==> src/include/mem_config.svh <==
`ifndef MEM_CONFIG_SVH
`define MEM_CONFIG_SVH

// ---------------------------------------------------------------------------
// Data path and address space sizes.
// ---------------------------------------------------------------------------

`define MEM_WORD_WIDTH      32
`define MEM_ADDR_WIDTH      8
`define MEM_DEPTH           256

// The I/O window sits at the top of the address space, above the RAM words
// that software normally uses. Address zero must never fall inside it.
`define MEM_IO_PORT_COUNT   4
`define MEM_IO_BASE_ADDR    240
`define MEM_IO_ADDR_WIDTH   2

// Pipeline depth of the data memory as seen from the bus adapter.
`define MEM_WRITE_LATENCY   2
`define MEM_READ_LATENCY    2

`endif

==> src/source/mem_pkg.sv <==
`default_nettype none

`include "mem_config.svh"

package mem_pkg;

    // One data word and one word address.
    typedef logic [`MEM_WORD_WIDTH-1:0] word_t;
    typedef logic [`MEM_ADDR_WIDTH-1:0] addr_t;

    // One bit per I/O port, and all port words with port 0 in the low word.
    typedef logic [`MEM_IO_PORT_COUNT-1:0] io_mask_t;
    typedef word_t [`MEM_IO_PORT_COUNT-1:0] io_words_t;

    // Host side opcode.
    typedef enum logic {
        OP_READ  = 1'b0,
        OP_WRITE = 1'b1
    } bus_op_e;

    // Bus adapter handshake states.
    typedef enum logic [1:0] {
        ST_IDLE  = 2'd0,
        ST_ISSUE = 2'd1,
        ST_WAIT  = 2'd2,
        ST_ACK   = 2'd3
    } adapter_state_e;

endpackage

`default_nettype wire

==> src/source/host_bus_adapter.sv <==
`timescale 1ns/1ns
`default_nettype none

`include "mem_config.svh"

// Bridges the host's four-phase req/ack bus to the one-cycle enables of the
// pipelined data memory. Only one host access is ever in flight.
module host_bus_adapter import mem_pkg::*; (
    input  wire logic    clock,
    input  wire logic    rst_n,

    input  wire logic    req,
    input  wire bus_op_e op,
    input  wire addr_t   addr,
    input  wire word_t   wdata,
    output logic         ack,
    output word_t        rdata,

    output logic         read_enable,
    output addr_t        read_addr,
    output logic         read_addr_is_io,
    input  wire word_t   read_data,
    output logic         write_enable,
    output addr_t        write_addr,
    output logic         write_addr_is_io,
    output word_t        write_data
);

    // ------------------------------------------------------------------------
    // Address window and latency constants.
    // ------------------------------------------------------------------------

    localparam addr_t IO_FIRST = addr_t'(`MEM_IO_BASE_ADDR);
    localparam addr_t IO_LAST  = addr_t'(`MEM_IO_BASE_ADDR + `MEM_IO_PORT_COUNT - 1);
    localparam int MAX_LATENCY = (`MEM_READ_LATENCY > `MEM_WRITE_LATENCY) ?
                                 `MEM_READ_LATENCY : `MEM_WRITE_LATENCY;
    localparam int WAIT_WIDTH  = $clog2(MAX_LATENCY + 1);

    typedef logic [WAIT_WIDTH-1:0] wait_count_t;

    adapter_state_e state;
    wait_count_t    wait_count;
    logic           addr_is_io;

    // The host holds addr and wdata stable for the whole access.
    always_comb begin
        addr_is_io       = (addr >= IO_FIRST) && (addr <= IO_LAST);
        read_addr        = addr;
        read_addr_is_io  = addr_is_io;
        write_addr       = addr;
        write_addr_is_io = addr_is_io;
        write_data       = wdata;
    end

    // Each enable is high for the single ISSUE cycle of its access.
    always_comb begin
        read_enable  = (state == ST_ISSUE) && (op == OP_READ);
        write_enable = (state == ST_ISSUE) && (op == OP_WRITE);
    end

    // ------------------------------------------------------------------------
    // Handshake FSM.
    // ------------------------------------------------------------------------

    always_ff @(posedge clock or negedge rst_n) begin
        if (!rst_n) begin
            state      <= ST_IDLE;
            wait_count <= '0;
            ack        <= 1'b0;
            rdata      <= '0;
        end else begin
            case (state)
                ST_IDLE: begin
                    if (req) begin
                        state <= ST_ISSUE;
                    end
                end
                ST_ISSUE: begin
                    // Count down to the last cycle of the memory latency.
                    wait_count <= (op == OP_READ) ?
                                  wait_count_t'(`MEM_READ_LATENCY - 1) :
                                  wait_count_t'(`MEM_WRITE_LATENCY - 1);
                    state      <= ST_WAIT;
                end
                ST_WAIT: begin
                    if (wait_count == '0) begin
                        if (op == OP_READ) begin
                            rdata <= read_data;
                        end
                        state <= ST_ACK;
                    end else begin
                        wait_count <= wait_count - 1'b1;
                    end
                end
                ST_ACK: begin
                    // Hold ack for as long as the host keeps req high.
                    if (req) begin
                        ack <= 1'b1;
                    end else begin
                        ack   <= 1'b0;
                        state <= ST_IDLE;
                    end
                end
                default: begin
                    state <= ST_IDLE;
                end
            endcase
        end
    end

endmodule

`default_nettype wire

==> config.mk <==
export PLATFORM = sky130hd
export DESIGN_NAME = host_bus_adapter
export DESIGN_NICKNAME = d
export VERILOG_FILES = /design/src/source/mem_pkg.sv /design/src/source/host_bus_adapter.sv
export VERILOG_INCLUDE_DIRS = /design/src /design/src/include
export SDC_FILE = /design/constraint.sdc
export NUM_CORES = 1
export LEC_CHECK = 0
export BUFFER_PORTS_ARGS = -buffer_cell sky130_fd_sc_hd__buf_2
export CORE_ASPECT_RATIO = 1.4
export CORE_MARGIN = 5
export CORE_UTILIZATION = 30
export CTS_CLUSTER_SIZE = 16
export DETAILED_ROUTE_END_ITERATION = 10
export GPL_TIMING_DRIVEN = 0
export PLACE_DENSITY = 0.77
export SYNTH_ARGS = -nofsm -noshare
export SYNTH_HDL_FRONTEND = slang
export SYNTH_SLANG_ARGS = --single-unit
export TNS_END_PERCENT = 30
==> constraint.sdc <==
create_clock -name clock -period 1.8 [get_ports clock]
set_input_delay 0.54 -clock clock [delete_from_list [all_inputs] [get_ports clock]]
set_output_delay 0.54 -clock clock [all_outputs]
set_load 0.03 [all_outputs]
==> flow_summary.toml, run 1 <==
[run_status]
run_status = "finished, final reports clean"

[finish]
n_antenna_cell = 0
synthToLayoutAreaGrowth_pct = 43.9
fin_nets = 366
drive_above_1_share_pct = 79.4

[sta]
slew_headroom_pct = 45.1
clock_skew_ps = 4.18
report.final.hold_viol_count = 0
finalSetupViolations = 0
min_period_over_period_pct = 97.8
finalSetupTns_ps = 0
layout_min_cycle_time_ps = 1760
maxClockFrequency_mhz = 568
worstMarginPinSlew_ps = 824
final_max_slew_viol_count = 0
rsz_0062_raised_after_global_routing = "no"

[clock_tree]
cts_h_tree_depth = 2
tritoncts_clock_tree = "built"
root_buffer_cell = "clkbuf_8"
tritoncts.num_buffers = 5
max-clock-path-buffers = 2
clock-sinks = 37
path_clk_slew_ps = 70
clock_latency_ps = 280

[detailed_routing]
routed_via_density = 4.05
drc_errors = 0
postRouteWirelength_mm = 4.71
drt_pre_antenna_iters = 4
post_drt_wl_per_cell_um = 12.5
vias = 1530
drtAntennaViolNets = 0
drt_iter0_drc = 47

[global_routing]
grt_pass1_vias = 1616
grt_pass1_wl_mm = 7.09
grt.total_usage_pct = 10.4
initial_antenna_violation_count = 0
grt.overflow.total = 0
pin_count_of_the_biggest_net_entering_global_routing = 38

[pwr]
seqPwrFrac_pct = 31.8
p_sw_mw = 1.98
vdd.ir_drop.worst_mv = 0.582
p_int_mw = 2.67
p_per_area_nw_per_um2 = 1580
part_of_the_total_power_dissipated_in_the_clock_network_pct = 11.9
finalPower_mw = 4.64
power.leakage_nw = 1.68
comb_power_share_pct = 56.3
switching_share_pct = 42.6

[placed_design]
place_congestion = 0.659
dp.final_hpwl_mm = 3.80
place.port_buffers = 126

[synth]
synth.yosys.seq_area_share_pct = 45.5
synth.net_count = 232
synthTopCellsByCount = "buf_4, dfrtp_1, mux2_4"
ys_top_cells_by_area = "dfrtp_1, mux2_4, buf_4"
mean_cell_area_of_the_mapped_netlist_sq_um = 13.5
synth_enable_flop_cells = 0
synthFlopType = "dfrtp_1"
synth_area_sq_um = 2040
synth_top_area_cell = "dfrtp_1"
yosys_register_bits = 37
yosys.area.top_type_share_pct = 45.5
post-synth-top-count-cell = "buf_4"
synthArstFlopShare_pct = 100
ys_warn_count = 0
syn_inst = 151
synth.lib_cells_used.distinct = 23

[floorplan]
die_x_um = 79.6
initial_utilization_pct = 30.8
core_area_sq_um = 6610
die_h_um = 107
placement_rows = 35
floorplan.die_area_sq_um = 8560
floorplan.io_pins = 161

[worst_hold_path]
min_path_type = "in2async"

[setup_path]
regToRegStartpoint = "state[0]$_DFFE_PN0P_"
critical_path.top_delay_family = "flip-flops"
r2r_slack_ps = 90
critical_path.max_fanout = 4
critical_path_class = "reg2out"
worst_setup_path_start_kind = "register"
end_kind = "output port"
timing.critical_path.slowest_cell_delay_ps = 440
timing.critical_path.from = "state[0]$_DFFE_PN0P_"
critical_path.slowest_cell = "dfrtp_1"
cell_by_cell_trace_of_the_critical_path = "ha_4 > and2_1 > buf_4"
worst-endpoint-arrival_ps = 1220
worst-endpoint-required_ps = 1260
worstPathBufferInverterCount = 1

[run]
maxCapViolCount = 0
-- area by class of cell --
class                           instances  area (sq um)
Buffer                                 53           439
Clock buffer                            5          68.8
Clock inverter                          3          17.5
Fill cell                             616          3680
Inverter                                5          18.8
Multi-Input combinational cell         56           696
Sequential cell                        37           926
Tap cell                               92           115
Timing Repair Buffer                  127           649
-- what timing repair did --
action,CTS,global route
hold buffers,0,0
pin swaps,0,0
setup endpoints to repair,3,32
resized for setup,7,5
buffers inserted,1,0
-- registers in the layout (all words and copies together) (netlist names) --
signal	flops
ack	1
rdata	32
state	2
wait_count	2
-- placed cells by master, fill, tap and decap left out, drive strengths merged --
cell type	n
ha	5
nand4	1
o21ai	2
buf	180
inv	5
a21oi	1
mux2	33
nor2	1
or2b	1
nor2b	1
dfrtp	37
clkbuf	5
o2bb2ai	1
nor3	2
a22oi	1
or2	1
nand3	1
clkinv	2
nand2b	1
and2	1
clkinvlp	1
xor2	1
nand2	2
-- path summary, 6_finish.rpt --
| path | cells after the start | endpoint |
|---|---|---|
| max | 3 | write_enable |
| min | 1 | rdata[31]$_DFFE_PN0P_ |
| max reg2reg | 7 | rdata[23]$_DFFE_PN0P_ |
| min reg2reg | 1 | wait_count[1]$_DFFE_PN0P_ |
| max in group asynchronous | 1 | rdata[0]$_DFFE_PN0P_ |
| min in group clock | 2 | rdata[24]$_DFFE_PN0P_ |
-- per-stage QoR --
step / cell area [sq um] / std cells / util (%) / setup slack, ps / hold slack [ps]
global placement: 2790 / 369 / 42.2 / 23.6 / 479
floorplan: 2050 / 151 / - / 44.9 / 244
detailed placement: 2790 / 369 / 42.2 / 8.56 / 482
CTS: 2910 / 378 / 44.0 / 11.7 / 368
global route: 2930 / 378 / 44.3 / 8.80 / 429
finish: 2930 / 378 / 44.3 / 39.8 / 351
-- cells by family (layout without fill, tap and decap cells) --
kind of cell	after synthesis	in the layout	share of synthesized area [%]
AOI/OAI and AO/OA	5	5	1.54
xor gates and xnor gates	1	1	0.430
adders and majority gates	5	5	3.07
buffers and inverters	58	193	22.5
DFF	37	37	45.5
muxes	33	33	23.8
and+or+nand+nor	12	12	3.20
-- per-layer routing --
layer | track usage [%] | share of wire (%) | vias up
met5 | 0 | 0 | -
met4 | 4.05 | 1.2 | 0
met3 | 2.60 | 13 | 5
met2 | 17.7 | 47 | 122
met1 | 12.2 | 39 | 692
li1 | - | - | 711
-- worst reg2reg max path, stage by stage (launching register included) --
cell,delay (ps)
dfrtp_1,440
inv_2,120
ha_4,170
nand2_1,60
or2_1,220
buf_6,150
buf_12,150
mux2_4,300
-- power by group through the flow --
stage	registers, mW	clock network, mW	logic [mW]
after global placement	1.46	0	2.52
after floorplan	2.23	0	1.14
final	1.47	0.554	2.61
after detailed placement	1.48	0	2.55
after CTS	1.47	0.594	2.60
after global routing	1.54	0.620	2.77
(Power assumes the default switching activity.)
==> inputs of run 2 (changes only) <==
--- a/config.mk
+++ b/config.mk
@@ -13,7 +13,7 @@
 export CTS_CLUSTER_SIZE = 16
 export DETAILED_ROUTE_END_ITERATION = 10
 export GPL_TIMING_DRIVEN = 0
-export PLACE_DENSITY = 0.77
+export PLACE_DENSITY = 0.75
 export SYNTH_ARGS = -nofsm -noshare
 export SYNTH_HDL_FRONTEND = slang
 export SYNTH_SLANG_ARGS = --single-unit
==> constraint.sdc (replaced) <==
create_clock -name clock -period 1.9 [get_ports clock]
set_input_delay 0.57 -clock clock [delete_from_list [all_inputs] [get_ports clock]]
set_output_delay 0.57 -clock clock [all_outputs]
set_load 0.03 [all_outputs]
==> flow_summary.toml, run 2 (same netlist as run 1, synthesis figures left out) <==
[global_routing]
initial_antenna_violation_count = 0
pin_count_of_the_biggest_net_entering_global_routing = 38
grt_pass1_vias = 1594
grt.total_usage_pct = 10.4
grt.overflow.total = 0
grt_pass1_wl_mm = 7.07

[detailed_routing]
drt_iter0_drc = 20
route.met3.wl_um = 546
vias = 1544
postRouteWirelength_mm = 4.70
m1WireLength_mm = 1.80
drt_pre_antenna_iters = 3
met2_wirelength_mm = 2.28
routed_via_density = 4.08
post_drt_wl_per_cell_um = 12.4
drc_errors = 0
drtAntennaViolNets = 0
routed.top_layer = "met4"

[clock_tree]
path_clk_slew_ps = 80
clock_latency_ps = 290
max-clock-path-buffers = 2
root_buffer_cell = "clkbuf_8"
tritoncts_clock_tree = "built"
cts_h_tree_depth = 2
clock-sinks = 37
tritoncts.num_buffers = 5

[pwr]
power.leakage_nw = 1.69
vdd.ir_drop.worst_mv = 0.518
part_of_the_total_power_dissipated_in_the_clock_network_pct = 15.7
seqPwrFrac_pct = 30.8
comb_power_share_pct = 53.5
p_sw_mw = 1.86
p_int_mw = 2.67
switching_share_pct = 41.1
p_per_area_nw_per_um2 = 1550

[finish]
biggestRegsByFlops = "rdata (32), state (2), wait_count (2)"
n_antenna_cell = 0
max_ffs_per_register = 32
fin_nets = 366
synthToLayoutAreaGrowth_pct = 43.8
mostFrequentLayoutCell = "buf_2"
most-common-layout-cells = "buf_2, buf_4, dfrtp_1, mux2_4, clkbuf_8"
drive_above_1_share_pct = 78.0
registers.top_by_ff_count = "rdata"

[setup_path]
worst-endpoint-required_ps = 1330
cell_by_cell_trace_of_the_critical_path = "buf_2 > nand4_1 > nor3_4 > buf_4 > buf_2"
worstPathBufferInverterCount = 3
worst_setup_path_start_kind = "input port"
critical_path.max_fanout = 3
critical_path.most_common_cell = "buf_2"
critical_path_class = "in2out"
critical_path.top_delay_family = "buffers and inverters"
worst-endpoint-arrival_ps = 1270
end_kind = "output port"
timing.critical_path.slowest_cell_delay_ps = 180
critical_path.slowest_cell = "buf_2"

[sta]
finalSetupTns_ps = 0
report.final.hold_viol_count = 0
layout_min_cycle_time_ps = 1840
finalWorstSetupSlack_ps = 57.2
min_period_over_period_pct = 97.0
maxClockFrequency_mhz = 543
slew_headroom_pct = 46.0
clock_skew_ps = 7.14
final_max_slew_viol_count = 0
finalSetupViolations = 0
worstMarginPinSlew_ps = 809
rsz_0062_raised_after_global_routing = "no"

[floorplan]
die_h_um = 107
placement_rows = 35
floorplan.io_pins = 161
initial_utilization_pct = 30.8
floorplan.die_area_sq_um = 8560
core_area_sq_um = 6610
die_x_um = 79.6

[worst_hold_path]
min_path_type = "in2async"

[run]
maxCapViolCount = 0

[placed_design]
place_congestion = 0.746
place.port_buffers = 126
dp.final_hpwl_mm = 3.90
dp_worst_setup_slack_ps = 39.0

[run_status]
run_status = "finished, final reports clean"
run 2: cell types whose count changed in the layout (fill, tap and decap cells not counted), sizes merged:
cell,delta
bufinv,+1
clkinv,-2
clkbuf,+1
run 2: worst reg2reg max path: cells and delay by family (launching register included):
family	cells	cell delay (ps)
fa+ha+maj	1	260
mux	1	300
simple gates	2	310
flops	1	420
buf+inv	3	400
run 2: path summary, 6_finish.rpt:
path / startpoint / end / slack [ps] / cells after the start
worst min-delay path: rst_n / rdata[1]$_DFFE_PN0P_ / 370 / 1
worst min register to register: wait_count[1]$_DFFE_PN0P_ / wait_count[1]$_DFFE_PN0P_ / 490 / 1
min in group clock: wait_count[1]$_DFFE_PN0P_ / wait_count[1]$_DFFE_PN0P_ / 490 / 1
max in group asynchronous: rst_n / rdata[19]$_DFFE_PN0P_ / 1020 / 1
worst max-delay path: addr[5] / write_addr_is_io / 60 / 5
worst max register to register: state[0]$_DFFE_PN0P_ / rdata[9]$_DFFE_PN0P_ / 100 / 7
run 2: power by group through the flow:
stage	clock network [mW]	registers, mW	logic, mW
4_1_cts	0.732	1.41	2.44
3_3_place_gp	0	1.38	2.39
6_report	0.710	1.39	2.42
2_1_floorplan	0	2.11	1.08
3_5_place_dp	0	1.41	2.43
5_1_grt	0.766	1.44	2.57
run 2: per-layer routing:
metal,vias to the layer above,track usage [%]
met1,705,11.7
met5,-,0
met2,119,18.0
met3,6,3.35
met4,0,4.42
li1,714,-
run 2: metrics by stage:
stage	std cells	cell area, sq um	hold WS [ps]	power (mW)	util, %
after floorplan	151	2050	274	3.19	-
after global placement	369	2790	476	3.77	42.2
after detailed placement	369	2790	476	3.84	42.2
after CTS	377	2920	405	4.57	44.1
after global routing	378	2930	452	4.78	44.3
final	378	2930	368	4.53	44.3
run 2: repair_timing:
action | in CTS | in global routing
hold buffers | 0 | 0
resized for setup | 2 | 1
buffers inserted | 0 | 1
gates cloned | 0 | 0
endpoints found under the setup margin | 2 | 2
run 2: final cells by class:
cell class,instances,area (sq um)
fillers,600,3680
flip-flops and latches,37,926
multi-input cells,56,666
repair buffers,127,643
plain buffers,53,439
well taps,92,115
clock buffers,6,82.6
clock inverters,2,37.5
inverters,5,18.8
==> inputs of run 3 (changes only) <==
--- a/config.mk
+++ b/config.mk
@@ -9,11 +9,11 @@
 export BUFFER_PORTS_ARGS = -buffer_cell sky130_fd_sc_hd__buf_2
 export CORE_ASPECT_RATIO = 1.4
 export CORE_MARGIN = 5
-export CORE_UTILIZATION = 30
+export CORE_UTILIZATION = 39
 export CTS_CLUSTER_SIZE = 16
 export DETAILED_ROUTE_END_ITERATION = 10
 export GPL_TIMING_DRIVEN = 0
-export PLACE_DENSITY = 0.75
+export PLACE_DENSITY = 0.91
 export SYNTH_ARGS = -nofsm -noshare
 export SYNTH_HDL_FRONTEND = slang
 export SYNTH_SLANG_ARGS = --single-unit
==> flow_summary.toml, run 3 (same netlist as run 1, synthesis figures left out) <==
[sta]
slew_headroom_pct = 46.8
whs_ps = 381
maxClockFrequency_mhz = 548
min_period_over_period_pct = 96.1
finalWorstSetupSlack_ps = 73.9
layout_min_cycle_time_ps = 1830
final_max_slew_viol_count = 0
finalSetupTns_ps = 0
finalSetupViolations = 0
clock_skew_ps = 4.31
worstMarginPinSlew_ps = 798
report.final.hold_viol_count = 0

[floorplan]
placement_rows = 31
initial_utilization_pct = 39.8
die_x_um = 71.1
die_h_um = 95.5
floorplan.io_pins = 161
core_area_sq_um = 5120
floorplan.die_area_sq_um = 6790

[worst_hold_path]
min_path_type = "in2async"

[clock_tree]
clock-sinks = 37
cts_h_tree_depth = 2
root_buffer_cell = "clkbuf_8"
path_clk_slew_ps = 70
max-clock-path-buffers = 2
clock_latency_ps = 270
tritoncts_clock_tree = "built"
cts.hold.buffers_added = 0
tritoncts.num_buffers = 5

[placed_design]
place_congestion = 0.768
placed_area_sq_um = 2760
dp.final_hpwl_mm = 3.87
dp_worst_setup_slack_ps = 43.6
place.port_buffers = 126
post-place-cells = 343

[finish]
fin_nets = 366
post-route-cell-area_sq_um = 2870
n_antenna_cell = 0
max_ffs_per_register = 32
fin_cells = 352
most-common-layout-cells = "buf_2, buf_4, dfrtp_1, mux2_4"
drive_above_1_share_pct = 77.6
post_route_core_utilization_pct = 56.0
biggestRegsByFlops = "rdata (32), state (2), wait_count (2)"
mostFrequentLayoutCell = "buf_2"
synthToLayoutAreaGrowth_pct = 40.9
registers.top_by_ff_count = "rdata"

[detailed_routing]
drc_errors = 0
post_drt_wl_per_cell_um = 13.0
vias = 1525
drt_iter0_drc = 23
drtAntennaViolNets = 0
postRouteWirelength_mm = 4.57
drt_pre_antenna_iters = 4
routed_via_density = 4.33

[global_routing]
grt.overflow.total = 0
grt_pass1_wl_mm = 6.88
initial_antenna_violation_count = 0
grt_pass1_vias = 1542
grt.total_usage_pct = 12.9
pin_count_of_the_biggest_net_entering_global_routing = 38

[setup_path]
rr_endpoint = "rdata[19]$_DFFE_PN0P_"
worst-endpoint-arrival_ps = 1260
r2r_slack_ps = 110
worst_setup_path_start_kind = "register"
critical_path.slowest_cell = "dfrtp_1"
timing.critical_path.from = "state[1]$_DFFE_PN0P_"
critical_path.max_fanout = 4
end_kind = "output port"
worst-r2r-cell-count = 7
critical_path_class = "reg2out"
worst-endpoint-required_ps = 1330
critPathCapture = "write_enable"
cell_by_cell_trace_of_the_critical_path = "inv_1 > ha_4 > and2_1 > buf_2"
regToRegStartpoint = "state[0]$_DFFE_PN0P_"
timing.critical_path.slowest_cell_delay_ps = 410

[run]
maxCapViolCount = 0

[run_status]
run_status = "finished, final reports clean"

[pwr]
finalPower_mw = 4.31
vdd.ir_drop.worst_mv = 0.471
power.leakage_nw = 1.68
p_per_area_nw_per_um2 = 1500
run 3: critical path, delay by kind of cell, from the launching register on:
kind                     cells  cell delay (ps)
buffers and inverters        2              320
adder cells (fa/ha/maj)      1              150
AND/OR/NAND/NOR              1              110
flip-flops                   1              410
run 3: routing by layer:
| layer | vias to the layer above | wire [um] | part of all wire (%) | track usage, % |
|---|---|---|---|---|
| met4 | 0 | 34 | 0.74 | 5.17 |
| met5 | - | 0 | 0 | 0 |
| li1 | 719 | - | - | - |
| met1 | 689 | 1650 | 36 | 14.0 |
| met3 | 2 | 554 | 12 | 5.17 |
| met2 | 115 | 2330 | 51 | 22.4 |
run 3: final cells by class:
class                   count  area [sq um]
plain buffers              53           439
clock buffers               6          72.6
clock inverters             2          10.0
fillers                   437          2250
inverters                   5          18.8
multi-input cells          56           676
flip-flops and latches     37           926
well taps                  66          82.6
repair buffers            127           643
run 3: timing repair:
action                     in CTS  in global routing
gates resized for setup         1                  3
buffers inserted                0                  1
setup endpoints to repair       1                  3
run 3: power breakdown:
| group | total [mW] | switching (mW) | internal, mW |
|---|---|---|---|
| registers | 1.40 | 0.211 | 1.19 |
| clock network | 0.493 | 0.240 | 0.253 |
| logic | 2.42 | 1.36 | 1.05 |
| total | 4.31 | 1.81 | 2.49 |
run 3: worst min-delay path by stage:
stage	from	end	slack, ps	depth (start not counted)
floorplan	rst_n	ack$_DFFE_PN0N_	270	0
global placement	wait_count[1]$_DFFE_PN0P_	wait_count[1]$_DFFE_PN0P_	480	1
detailed placement	rdata[5]$_DFFE_PN0P_	rdata[5]$_DFFE_PN0P_	490	1
CTS	rst_n	rdata[29]$_DFFE_PN0P_	400	1
global route	rst_n	rdata[10]$_DFFE_PN0P_	440	1
finish	rst_n	rdata[29]$_DFFE_PN0P_	380	1
